### config.mk
export PLATFORM = sky130hd
export DESIGN_NAME = clear_counter
export DESIGN_NICKNAME = d
export VERILOG_FILES = /design/src/cache_pkg.sv /design/src/clear_counter.sv
export SDC_FILE = /design/constraint.sdc
export NUM_CORES = 1
export LEC_CHECK = 0
export ABC_AREA = 1
export BUFFER_PORTS_ARGS = -buffer_cell sky130_fd_sc_hd__buf_2
export CORE_MARGIN = 3
export CORE_UTILIZATION = 50
export DETAILED_ROUTE_END_ITERATION = 8
export GPL_TIMING_DRIVEN = 0
export PLACE_DENSITY_LB_ADDON = 0.25
export SLEW_MARGIN = 5
export SYNTH_ARGS = -nofsm -noshare
export SYNTH_HDL_FRONTEND = slang
export SYNTH_SLANG_ARGS = --single-unit
export TNS_END_PERCENT = 30
### constraint.sdc
create_clock -name clk -period 1.7 [get_ports clk]
set_input_delay 0.17 -clock clk [delete_from_list [all_inputs] [get_ports clk]]
set_output_delay 0.17 -clock clk [all_outputs]
set_load 0.05 [all_outputs]
### src/cache_pkg.sv
package cache_pkg;

  // Geometry fixed by the 2K x 8 SRAM parts
  localparam int INDEX_BITS = 11;               // One SRAM address per line
  localparam int TAG_BITS   = 7;                // Fits beside the valid bit in one byte
  localparam int NUM_LINES  = 2 ** INDEX_BITS;  // 2048 lines, one word each

  // CPU word address is tag over index
  typedef logic [TAG_BITS+INDEX_BITS-1:0] addr_t;  // 18 bit word address
  typedef logic [INDEX_BITS-1:0]          index_t; // Line index and SRAM address
  typedef logic [TAG_BITS-1:0]            tag_t;   // Upper address part
  typedef logic [15:0]                    word_t;  // CPU data word
  typedef logic [7:0]                     byte_t;  // One SRAM location

  // Controller states
  typedef enum logic [2:0] {
    CLEAR,   // Post-reset sweep of the tag store
    IDLE,    // Waiting for cyc and stb
    LOOKUP,  // Tag compare on the async SRAM read
    FILL,    // Read miss, memory read in flight
    WRITE,   // Write-through, memory write in flight
    DONE     // Ack to the CPU
  } ctrl_state_t;

endpackage
### src/clear_counter.sv
`timescale 1ns/1ps

// Walks every line index once after reset
module clear_counter (
  input  logic              clk,
  input  logic              reset_n,
  input  logic              clear_start,  // One-cycle start pulse
  output cache_pkg::index_t clear_index,
  output logic              clear_done
);

  import cache_pkg::*;

  index_t count;    // Index being cleared this cycle
  logic   running;  // Sweep in progress after the start cycle
  logic   active;   // Index is written this cycle

  assign active = (clear_start || running) && !clear_done;

  always_ff @(posedge clk) begin
    if (!reset_n) begin
      count      <= '0;
      running    <= 1'b0;
      clear_done <= 1'b0;
    end else if (active) begin
      if (count == index_t'(NUM_LINES - 1)) begin  // Last line written
        running    <= 1'b0;
        clear_done <= 1'b1;
      end else begin
        count   <= count + 1'b1;
        running <= 1'b1;
      end
    end
  end

  assign clear_index = count;

  // Done is sticky until the next reset
  a_done_sticky: assert property (@(posedge clk) disable iff (!reset_n)
    clear_done |=> clear_done) else $error("clear_done dropped before reset");

endmodule

==> reports/summary.txt <==
CTS Sinks = 13
Slowest library cell on the worst path = dfxtp_1
Tmin final = 1430 ps
Critical path buffer and inverter count = 1
Via/cell ratio = 4.99
Crit. path cell count = 8
Outcome = finished, final reports clean
Vias = 673
Clock latency on the worst-skew pair = 270 ps
Root Buffer = clkbuf_4
Setup crit start = clear_index[1]
Mux contribution to synthesized area = 0
Clock-pin slew on the worst setup and hold paths = 80 ps
#FFs+latches synth = 13
CTS tree = built
RD Place Congestion = 0.851
Total track usage = 0.174
Startpoint types = flop
Synth Area in Compound Gates = 0.0927
Setup violators final = 0
Die W = 43.1 um
Share of the synthesized area in the top cell type = 0.378
PwrDens = 746 mW/mm^2
Crit path max-delay family = simple AND/OR/NAND/NOR gates
Period Utilization, post-route = 0.843
Clk_skew = 3.87 ps
Max-slew headroom = 0.806
Final Util = 0.668
I/O pin cnt = 15
Most common cell after layout, fill and taps aside = nand2_1
Worst Hold Class = input port to flop
Drt pass-1 iters = 4
Synthesized Nets = 107
Post-Place Setup Slack = 274 ps
Post-DP HPWL = 1090 um
Post-synth cell types = 17
Crit path kind = flop to flop
Die Area = 0.00186 mm^2
DRC Markers = 0
Vias in the first global route = 597
CP Cell Sequence = ha_1, nand2_1, nor2_2, nand3_2, nand2_4, inv_2, nor2_1, nor2_1
Final Hold Fails = 0
Main combinational cell family by area after synthesis = simple AND/OR/NAND/NOR gates
Layout Cells excl Fill = 135
Worst VDD drop = 579 uV
MaxCap Viol Count = 0
Actual slew at the worst max-slew pin = 291 ps
Global route overflow = 0
Final wirelength = 1410 um
Layout cell share with drive strength beyond 1 = 0.231
Std-Cell Core Area = 0.00120 mm^2
Depth of the most critical reg-to-reg path = 8
Xor/xnor share of the synthesized area = 0.0382
Antenna-violating nets left = 0
Die Y = 43.1 um
Warnings from Yosys = 0
PostCTS Resize Cnt = 0
Initial antenna violation count = 0
CP required = 1870 ps
Setup tns final = 0 ps
Avg Cell Area, Syn = 6.68 um^2
Synth Area in Adders = 0.0182
Post-Syn Area = 688 um^2
Wire per inst = 10.4 um
Commonest cells after routing, fill and taps aside = 26 x nand2_1, 17 x nor2_1, 14 x buf_2
ANT cells = 0
Post-CTS Hold Buffers = 0
Worst R2R End = clear_index[0]
Setup bufs post-CTS = 0
Post-layout net count = 126
PortBufs = 14
Max FO, Critical Path = 8
Most frequent CP cell = nor2_1
Final Slew Violations = 0
Cell row count = 12
Crit path arrival time = 1600 ps
Initial core utilization = 0.573
Drt first-iter violations = 16
Leak = 0.382 nW
Reg2reg setup slack = 270 ps
Post-Place Cells = 131
Slowest stage delay, CP = 380 ps
Critical Path Sink Type = flop
Final WS setup = 266 ps
CP endpoint = clear_index[0]
Post-synth top area cell = dfxtp_1
Maximum clock rate = 697 MHz
H-tree depth = 1
Synth Instances = 103
RSZ-0062 raised after global routing = no
Largest net degree at the start of global routing = 9
Worst reg2reg startpoint = clear_index[1]
Hold Crit Start = reset_n
Seq/Total Area, Yosys = 0.378
Area grow syn2layout = 16.5%
Synth Area in Simple Gates = 0.391
First-pass GRT wire length = 2520 um
Synth area leaders = dfxtp_1 38%, nand2_1 14%, nor2_1 9.3%, inv_1 7.1%, a21oi_1 5.8%
Clock buffer depth = 2
Number of buffers created by CTS = 3
-- sequential cells by signal, indices dropped and copies added (netlist names) --
signal and count:
clear_index 11, clear_done 1, running 1
-- cells in the mapped netlist --
master	count
inv_1	13
inv_2	2
dfxtp_1	13
nand2_1	26
a21oi_2	1
o21ai_1	1
nand2_4	1
xor2_1	2
xnor2_1	1
o21ai_0	2
nor2_2	4
nand3_1	7
nand3_2	3
nor2_1	17
a21oi_1	8
nand4_1	1
ha_1	1
-- metrics by stage --
stage               hold WS [ps]  total power, mW  instance area (um^2)
finish                       194            0.599                   802
global route                 202            0.632                   802
CTS                          188            0.604                   802
detailed placement           454            0.418                   776
global placement             444            0.415                   776
floorplan                    291            0.396                   688
-- tightest hold or removal path: cells and delay by family --
| family | cells | cell delay (ps) |
|---|---|---|
| buf+inv | 1 | 150 |
| simple gates | 2 | 110 |
-- where the power goes --
part | switching (mW) | internal [mW]
Clock | 0.0972 | 0.0908
Sequential | 0.0100 | 0.314
Combinational | 0.0628 | 0.0234
-- kinds of logic after synthesis --
logic type / Yosys count
flops: 13
compound gates: 12
fa+ha+maj: 1
buf+inv: 15
simple gates: 59
xor+xnor: 3
-- how the worst min path moves through the flow --
stage / to / slack, ps / cells past startpoint
after floorplan: clear_index[5] / 290 / 2
after global placement: running / 440 / 2
after detailed placement: running / 450 / 2
after CTS: clear_index[5] / 190 / 3
after global routing: clear_index[6] / 200 / 3
final: clear_index[6] / 190 / 3
-- cell type report --
class                           instances  area (um^2)
Fill cell                             128          399
Multi-Input combinational cell         75          372
Sequential cell                        13          260
Timing Repair Buffer                   14         70.1
Inverter                               15         56.3
Clock buffer                            4         26.3
Tap cell                               14         17.5
-- per-layer routing --
metal  vias to the layer above  wire, um  track usage
li1                        357         -            -
met1                       291       652        0.202
met2                        21       660        0.304
met3                         4        70       0.0297
met4                         0        27       0.0783
met5                         -         0            0
Note: power is estimated with default switching activity, not from simulation.
