File: config.mk
export PLATFORM = sky130hd
export DESIGN_NAME = cache_ctrl
export DESIGN_NICKNAME = d
export VERILOG_FILES = /design/src/cache_pkg.sv /design/src/cache_ctrl.sv
export SDC_FILE = /design/constraint.sdc
export NUM_CORES = 1
export LEC_CHECK = 0
export ABC_AREA = 0
export BUFFER_PORTS_ARGS = -buffer_cell sky130_fd_sc_hd__clkbuf_2
export CORE_AREA = 2 2 39 41
export DETAILED_ROUTE_END_ITERATION = 8
export DIE_AREA = 0 0 41 43
export PLACE_DENSITY = 0.49
export SLEW_MARGIN = 20
export SYNTH_ARGS = -nofsm -noshare
export SYNTH_HDL_FRONTEND = slang
export SYNTH_SLANG_ARGS = --single-unit
File: constraint.sdc
create_clock -name clk -period 1.6 [get_ports clk]
set_input_delay 0.16 -clock clk [delete_from_list [all_inputs] [get_ports clk]]
set_output_delay 0.16 -clock clk [all_outputs]
set_load 0.05 [all_outputs]
File: src/cache_pkg.sv
package cache_pkg;

  // Geometry fixed by the 2K x 8 SRAM parts
  localparam int INDEX_BITS = 11;               // One SRAM address per line
  localparam int TAG_BITS   = 7;                // Fits beside the valid bit in one byte
  localparam int NUM_LINES  = 2 ** INDEX_BITS;  // 2048 lines, one word each

  // CPU word address is tag over index
  typedef logic [TAG_BITS+INDEX_BITS-1:0] addr_t;  // 18 bit word address
  typedef logic [INDEX_BITS-1:0]          index_t; // Line index and SRAM address
  typedef logic [TAG_BITS-1:0]            tag_t;   // Upper address part
  typedef logic [15:0]                    word_t;  // CPU data word
  typedef logic [7:0]                     byte_t;  // One SRAM location

  // Controller states
  typedef enum logic [2:0] {
    CLEAR,   // Post-reset sweep of the tag store
    IDLE,    // Waiting for cyc and stb
    LOOKUP,  // Tag compare on the async SRAM read
    FILL,    // Read miss, memory read in flight
    WRITE,   // Write-through, memory write in flight
    DONE     // Ack to the CPU
  } ctrl_state_t;

endpackage
File: src/cache_ctrl.sv
`timescale 1ns/1ps

// Cache sequencer: sweep, lookup, miss fill and write-through
module cache_ctrl (
  input  logic clk,
  input  logic reset_n,
  // CPU side handshake
  input  logic cpu_cyc,
  input  logic cpu_stb,
  input  logic cpu_we,
  output logic cpu_ack,
  // Store status
  input  logic hit,
  input  logic clear_done,
  output logic clear_start,
  output logic clearing,
  // Memory side handshake
  output logic mem_cyc,
  output logic mem_stb,
  output logic mem_we,
  input  logic mem_ack,
  // Store controls
  output logic tag_we,
  output logic data_we,
  output logic fill_sel
);

  import cache_pkg::*;

  ctrl_state_t state;
  ctrl_state_t next_state;

  logic start_q;    // Start pulse, armed by reset
  logic ack_q;      // Registered CPU ack
  logic mem_cyc_q;  // Memory cycle active
  logic mem_stb_q;  // Memory strobe
  logic mem_we_q;   // Memory write
  logic cpu_req;    // Valid request on the CPU port
  logic mem_bus;    // Next state owns the memory bus

  assign cpu_req = cpu_cyc && cpu_stb;

  // Next state
  always_comb begin
    next_state = state;
    unique case (state)
      CLEAR: begin
        if (clear_done) next_state = IDLE;  // Requests wait here unacked
      end
      IDLE: begin
        if (cpu_req) next_state = LOOKUP;
      end
      LOOKUP: begin
        if (cpu_we) begin
          next_state = WRITE;  // Every write goes to memory
        end else if (hit) begin
          next_state = DONE;
        end else begin
          next_state = FILL;
        end
      end
      FILL: begin
        if (mem_ack) next_state = DONE;  // Wait states just hold here
      end
      WRITE: begin
        if (mem_ack) next_state = DONE;
      end
      DONE: begin
        next_state = IDLE;  // Master may hold cyc, IDLE samples again
      end
      default: begin
        next_state = CLEAR;
      end
    endcase
  end

  assign mem_bus = (next_state == FILL) || (next_state == WRITE);

  always_ff @(posedge clk) begin
    if (!reset_n) begin
      state     <= CLEAR;
      start_q   <= 1'b1;  // Sweep starts in the first cycle after reset
      ack_q     <= 1'b0;
      mem_cyc_q <= 1'b0;
      mem_stb_q <= 1'b0;
      mem_we_q  <= 1'b0;
    end else begin
      state     <= next_state;
      start_q   <= 1'b0;
      ack_q     <= (next_state == DONE);
      mem_cyc_q <= mem_bus;                 // Up from the cycle after LOOKUP
      mem_stb_q <= mem_bus;                 // Classic bus, no idle strobe gaps
      mem_we_q  <= (next_state == WRITE);
    end
  end

  assign clear_start = start_q;
  assign clearing    = (state == CLEAR) && !clear_done;  // Exactly 2048 sweep cycles

  assign cpu_ack = ack_q;
  assign mem_cyc = mem_cyc_q;
  assign mem_stb = mem_stb_q;
  assign mem_we  = mem_we_q;

  // Stores take the line on the memory ack edge
  assign tag_we   = ((state == FILL) || (state == WRITE)) && mem_ack;
  assign data_we  = tag_we;
  assign fill_sel = (state == FILL);  // Memory word is the fill source

  // Ack only answers a live request
  a_ack_with_req: assert property (@(posedge clk) disable iff (!reset_n)
    $rose(cpu_ack) |-> cpu_req) else $error("cpu_ack without cyc and stb");

  // Memory strobe never outside a memory cycle
  a_stb_in_cyc: assert property (@(posedge clk) disable iff (!reset_n)
    mem_stb |-> mem_cyc) else $error("mem_stb without mem_cyc");

endmodule

==> results.cfg, run 1 <==
[cells_and_area]
syn2layout_area_growth_pct = 42.5
drive_gt1_frac = 0.549
finish.utilization = 0.318
layout.nets = 60
final_cell_area_um2 = 440
fin_cells = 67
n_fill_cell = 147
insertedDiodeCount = 0

[timing]
period_share = 0.926
worst_slew_pin_slew_ns = 0.310
slew-limit-headroom = 0.793
min_period_ns = 1.48
hold_viol_final = 0
setup_viol = 0
rsz0062_at_grt = false
fin_skew_ns = 0.00151
hold_ws_ns = 0.125
fmax_ghz = 0.675
finalMaxSlewViolations = 0

[yosys]
ys_async_sr_fraction = 0
synth_compound_gate_area_share = 0.158
synth_xor_area_frac = 0
syn_area_um2 = 309
synth-simple-area-share = 0.235
syn_inst = 32
synth_flop_cell = dfxtp_1
netlist_top_cells_count = dfxtp_1, inv_1
synth_top_family_by_area = simple AND/OR/NAND/NOR gates
synth_mux_area_frac = 0.0688
synth_top_cell_area_share = 0.453
synth.avg_cell_area_um2 = 9.66
synth-seq-cells = 7
ys_seq_area_frac = 0.453
syn_nets = 40
netlist.top_cell.by_area = dfxtp_1
synth_edf_count = 0
yosys-top-cells-area = dfxtp_1, a2111oi_2, buf_4
synth.distinct_cells = 19
synth_adder_area_share = 0
ys_warn_count = 0
synthMostInstantiatedCell = dfxtp_1

[cts]
cts.clk_slew.worst_paths_ns = 0.05
cts_buffers = 3
clk_root_buffer_cell = clkbuf_4
htreeDepth = 1
cts_buffer_depth = 2
post_cts_buffers = 0
insertion_delay_ns = 0.24
cts_tree = built
clkSinkCount = 7

[floorplanning]
core-area_mm2 = 0.00138
die_height_um = 43
initial_core_util = 0.223
io_pins = 17
row_count = 14
die-area_mm2 = 0.00176
dieWidth_um = 41

[global_route]
grt_max_degree = 7
grt_pass1_vias = 265
antenna_found_initial = 0
track_usage = 0.0876
grt_pass1_wl_um = 1010
grt-ovfl-total = 0

[setup_path]
worstReg2RegStart = state[2]$_SDFF_PN0_
critPathLaunchType = register
critPathSlowestCell = dfxtp_2
worstRegToRegCells = 4
path_cells = inv_1 -> and3_1 -> o21a_2 -> clkbuf_2
r2r_end = mem_stb$_SDFF_PN0_
rrSetupSlack_ns = 0.28
worst-setup-path-type = reg2out
slowest_delay_ns = 0.37
cp.required_ns = 1.44
path_max_fanout = 5
critPathLaunch = state[0]$_SDFF_PN0_
cp_data_arrival_time_ns = 1.32
end_kind = output pin

[pwr]
p_switching_mw = 0.137
p_leak_nw = 0.212
total_power_mw = 0.451
clock_power_share = 0.348
vdd_ir_drop_max_v = 0.000378
power.internal_mw = 0.314
p_seq_frac = 0.429
swShare = 0.303
p_comb_frac = 0.223
powerDensity_mw_per_mm2 = 1030

[route]
vias_per_cell = 4.16
wl_um = 661
drc = 0
dr.first_iter.drc_count = 5
num_vias = 279
ant_nets = 0
dr.pass1.iters = 4
wl_per_cell_um = 9.87

[placed_design]
dp_cells = 63
portBuffers = 16
placed_area_um2 = 412
dp_hpwl_um = 548
place.gp.congestion = 0.644

[job]
drv_cap = 0

[outcome]
status = finished clean

[worst_hold_path]
min_from = reset_n
hold_path_end = clear_start$_DFF_P_
hp-class = in2reg
min_path_cells = 2
layout by cell type (no fill, tap or decap), types with 2 or more instances in the layout:
| cell | count |
|---|---|
| clkbuf_2 | 16 |
| dfxtp_1 | 5 |
| inv_1 | 3 |
| clkbuf_4 | 3 |
| nor3_1 | 2 |
| a21oi_1 | 2 |
| dfxtp_2 | 2 |
registers in the layout, summed over array words and instances (netlist names):
| name | flops |
|---|---|
| mem_we | 1 |
| clear_start | 1 |
| cpu_ack | 1 |
| state | 3 |
| mem_stb | 1 |
through the flow:
stage / setup slack [ns] / setup TNS [ns]
2_1_floorplan: -0.205 / -0.205
3_3_place_gp: 0.189 / 0
3_5_place_dp: 0.197 / 0
4_1_cts: 0.0214 / 0
5_1_grt: 0.0397 / 0
6_report: 0.118 / 0
how the worst max path moves through the flow:
stage                    endpoint  slack [ns]  depth (start not counted)
6_report                   tag_we        0.12                          4
4_1_cts                    tag_we        0.02                          4
2_1_floorplan              tag_we       -0.20                          4
5_1_grt                    tag_we        0.04                          4
3_5_place_dp   mem_stb$_SDFF_PN0_        0.20                          4
3_3_place_gp   mem_stb$_SDFF_PN0_        0.19                          4
power by group through the flow:
stage          registers (mW)  clock network [mW]  logic (mW)
3_3_place_gp            0.196                   0       0.102
6_report                0.194               0.157       0.101
2_1_floorplan           0.209                   0      0.0586
3_5_place_dp            0.196                   0       0.101
4_1_cts                 0.193               0.163       0.101
5_1_grt                 0.195               0.172       0.108
metal layers:
metal,track usage,share of wire,up-vias
met1,0.110,0.43,120
met4,0.0600,0,0
met5,0,0,-
met2,0.119,0.45,12
met3,0.0314,0.12,0
li1,-,-,147
worst max-delay path, delay by kind of cell, from the launching register on:
family | cells | cell delay (ns)
compound gates | 1 | 0.20
buf+inv | 2 | 0.32
flops | 1 | 0.37
simple gates | 1 | 0.19
cell type report:
type	count	area [um2]	share of cell area
Inverter	3	11.3	0.0256
Sequential cell	7	143	0.324
Tap cell	16	20.0	0.0455
Multi-Input combinational cell	20	153	0.347
Clock buffer	4	26.3	0.0597
Timing Repair Buffer	17	87.6	0.199
logic make-up after synthesis:
kind of cell | after synthesis
simple gates | 12
buf+inv | 5
mux | 2
flops | 7
compound gates | 6
timing repair:
action,4_1_cts,5_1_grt
gates resized for setup,0,2
hold buffers,0,0
setup endpoints to repair,0,2
Note: power is estimated with default switching activity, not from simulation.
==> run 2: changes to the inputs <==
- BUFFER_PORTS_ARGS: -buffer_cell sky130_fd_sc_hd__clkbuf_2 -> not set
- DONT_BUFFER_PORTS: not set -> 1
- GPL_TIMING_DRIVEN: not set -> 0
- PLACE_DENSITY: 0.49 -> 0.38
==> run 2 against run 1 <==
The flow now finishes with violations (setup timing); core utilization increased by 0.72 points; clock power is 3% higher; hold slack got worse by 0.11 ns; critical path type unchanged; first-iteration DRC count down 100%; non-clock buffer count is 10 lower; global-route usage grew 1.0 points.
==> results.cfg, run 2 (same netlist as run 1, synthesis figures left out) <==
[floorplanning]
dieWidth_um = 41
core-area_mm2 = 0.00138
row_count = 14
die_height_um = 43
die-area_mm2 = 0.00176
io_pins = 17
initial_core_util = 0.223

[cells_and_area]
layout_common_cells = buf_4, dfxtp_1, clkbuf_4
seq_area_um2 = 149
multi_input_area_um2 = 184
n_fill_cell = 145
largest_register_ffs = 3
syn2layout_area_growth_pct = 45.7
drive_gt1_frac = 0.537
final_common_cell = buf_4
largest-register = state
finish.utilization = 0.325
insertedDiodeCount = 0
layout.nets = 50

[setup_path]
cp.required_ns = 1.44
end_kind = output pin
path_cells = nand2b_4 -> nor2_4 -> o21a_4 -> buf_8
path_max_fanout = 2
critPathSlowestCell = dfxtp_4
critPathLaunchType = register
slowest_delay_ns = 0.34
worst-setup-path-type = reg2out
cp_data_arrival_time_ns = 1.50

[cts]
cts_tree = built
cts.clk_slew.worst_paths_ns = 0.05
clkSinkCount = 7
cts_buffer_depth = 2
insertion_delay_ns = 0.25
htreeDepth = 1
cts.hold.buffers_added = 0
cts_buffers = 3
clk_root_buffer_cell = clkbuf_4

[global_route]
antenna_found_initial = 0
grt_pass1_vias = 275
grt_pass1_wl_um = 1110
grt_max_degree = 6
track_usage = 0.0978
grt-ovfl-total = 0

[placed_design]
dp_hpwl_um = 491
portBuffers = 0
place.gp.congestion = 0.616

[timing]
finalMaxSlewViolations = 0
period_share = 1.04
slew-limit-headroom = 0.512
fin_skew_ns = 0.00134
min_period_ns = 1.66
worst_slew_pin_slew_ns = 0.726
fmax_ghz = 0.603
rsz0062_at_grt = true
setup_viol = 1
timing.final.ws_setup_ns = -0.0594
hold_viol_final = 0

[outcome]
violations = setup timing
status = finished with violations

[pwr]
total_power_mw = 0.458
p_leak_nw = 0.179
powerDensity_mw_per_mm2 = 1020
vdd_ir_drop_max_v = 0.000347

[worst_hold_path]
hp-class = in2reg

[route]
wl_per_cell_um = 12.3
vias_per_cell = 4.46
wl_um = 700
drc = 0
num_vias = 254
dr.first_iter.drc_count = 0
dr.pass1.iters = 1
ant_nets = 0

[job]
drv_cap = 0
[run 2: metal layers]
layer,global-route usage,vias up,share of wire
met4,0.100,0,0.0071
met2,0.144,8,0.56
met3,0.0366,2,0.077
li1,-,127,-
met5,0,-,0
met1,0.0945,117,0.36
[run 2: critical path: cells and delay by family (launching register included)]
family                 cells  cell delay [ns]
and+or+nand+nor            2             0.43
buffers and inverters      1             0.17
DFF                        1             0.34
AOI/OAI and AO/OA          1             0.30
[run 2: final timing paths]
check	slack, ns	cells after the start	to	from
worst max-delay path	-0.06	4	tag_we	state[2]$_SDFF_PN0_
worst min-delay path	0.01	1	clear_start$_DFF_P_	reset_n
worst max register to register	0.15	5	mem_stb$_SDFF_PN0_	state[2]$_SDFF_PN0_
worst min register to register	0.58	2	state[1]$_SDFF_PN0_	state[2]$_SDFF_PN0_
[run 2: layout make-up]
cell class,count,share of cell area
Multi-Input combinational cell,20,0.408
Sequential cell,7,0.331
Timing Repair Buffer,5,0.0833
Clock buffer,4,0.0583
Buffer,2,0.0500
Tap cell,16,0.0444
Inverter,3,0.0250
[run 2: repair_timing]
item,in CTS,in global routing
setup endpoints to repair,2,2
gates resized for setup,10,2
pin swaps,2,3
setup buffers,2,3
[run 2: through the flow]
stage / hold WS, ns / worst slack (ns) / area, um2 / std cells / TNS [ns]
after floorplan: 0.259 / -0.205 / 319 / 32 / -0.205
after global placement: 0.277 / -0.275 / 339 / 48 / -0.288
after detailed placement: 0.275 / -0.290 / 348 / 48 / -0.320
after CTS: 0.00213 / -0.0817 / 424 / 54 / -0.0817
after global routing: 0.0208 / -0.117 / 450 / 57 / -0.117
final: 0.0113 / -0.0594 / 450 / 57 / -0.0594
[run 2: power by group]
group / switching, mW / internal (mW) / leakage (nW)
combinational: 0.0532 / 0.0374 / 0.105
clock: 0.0663 / 0.0952 / 0.0150
sequential: 0.0225 / 0.184 / 0.0591
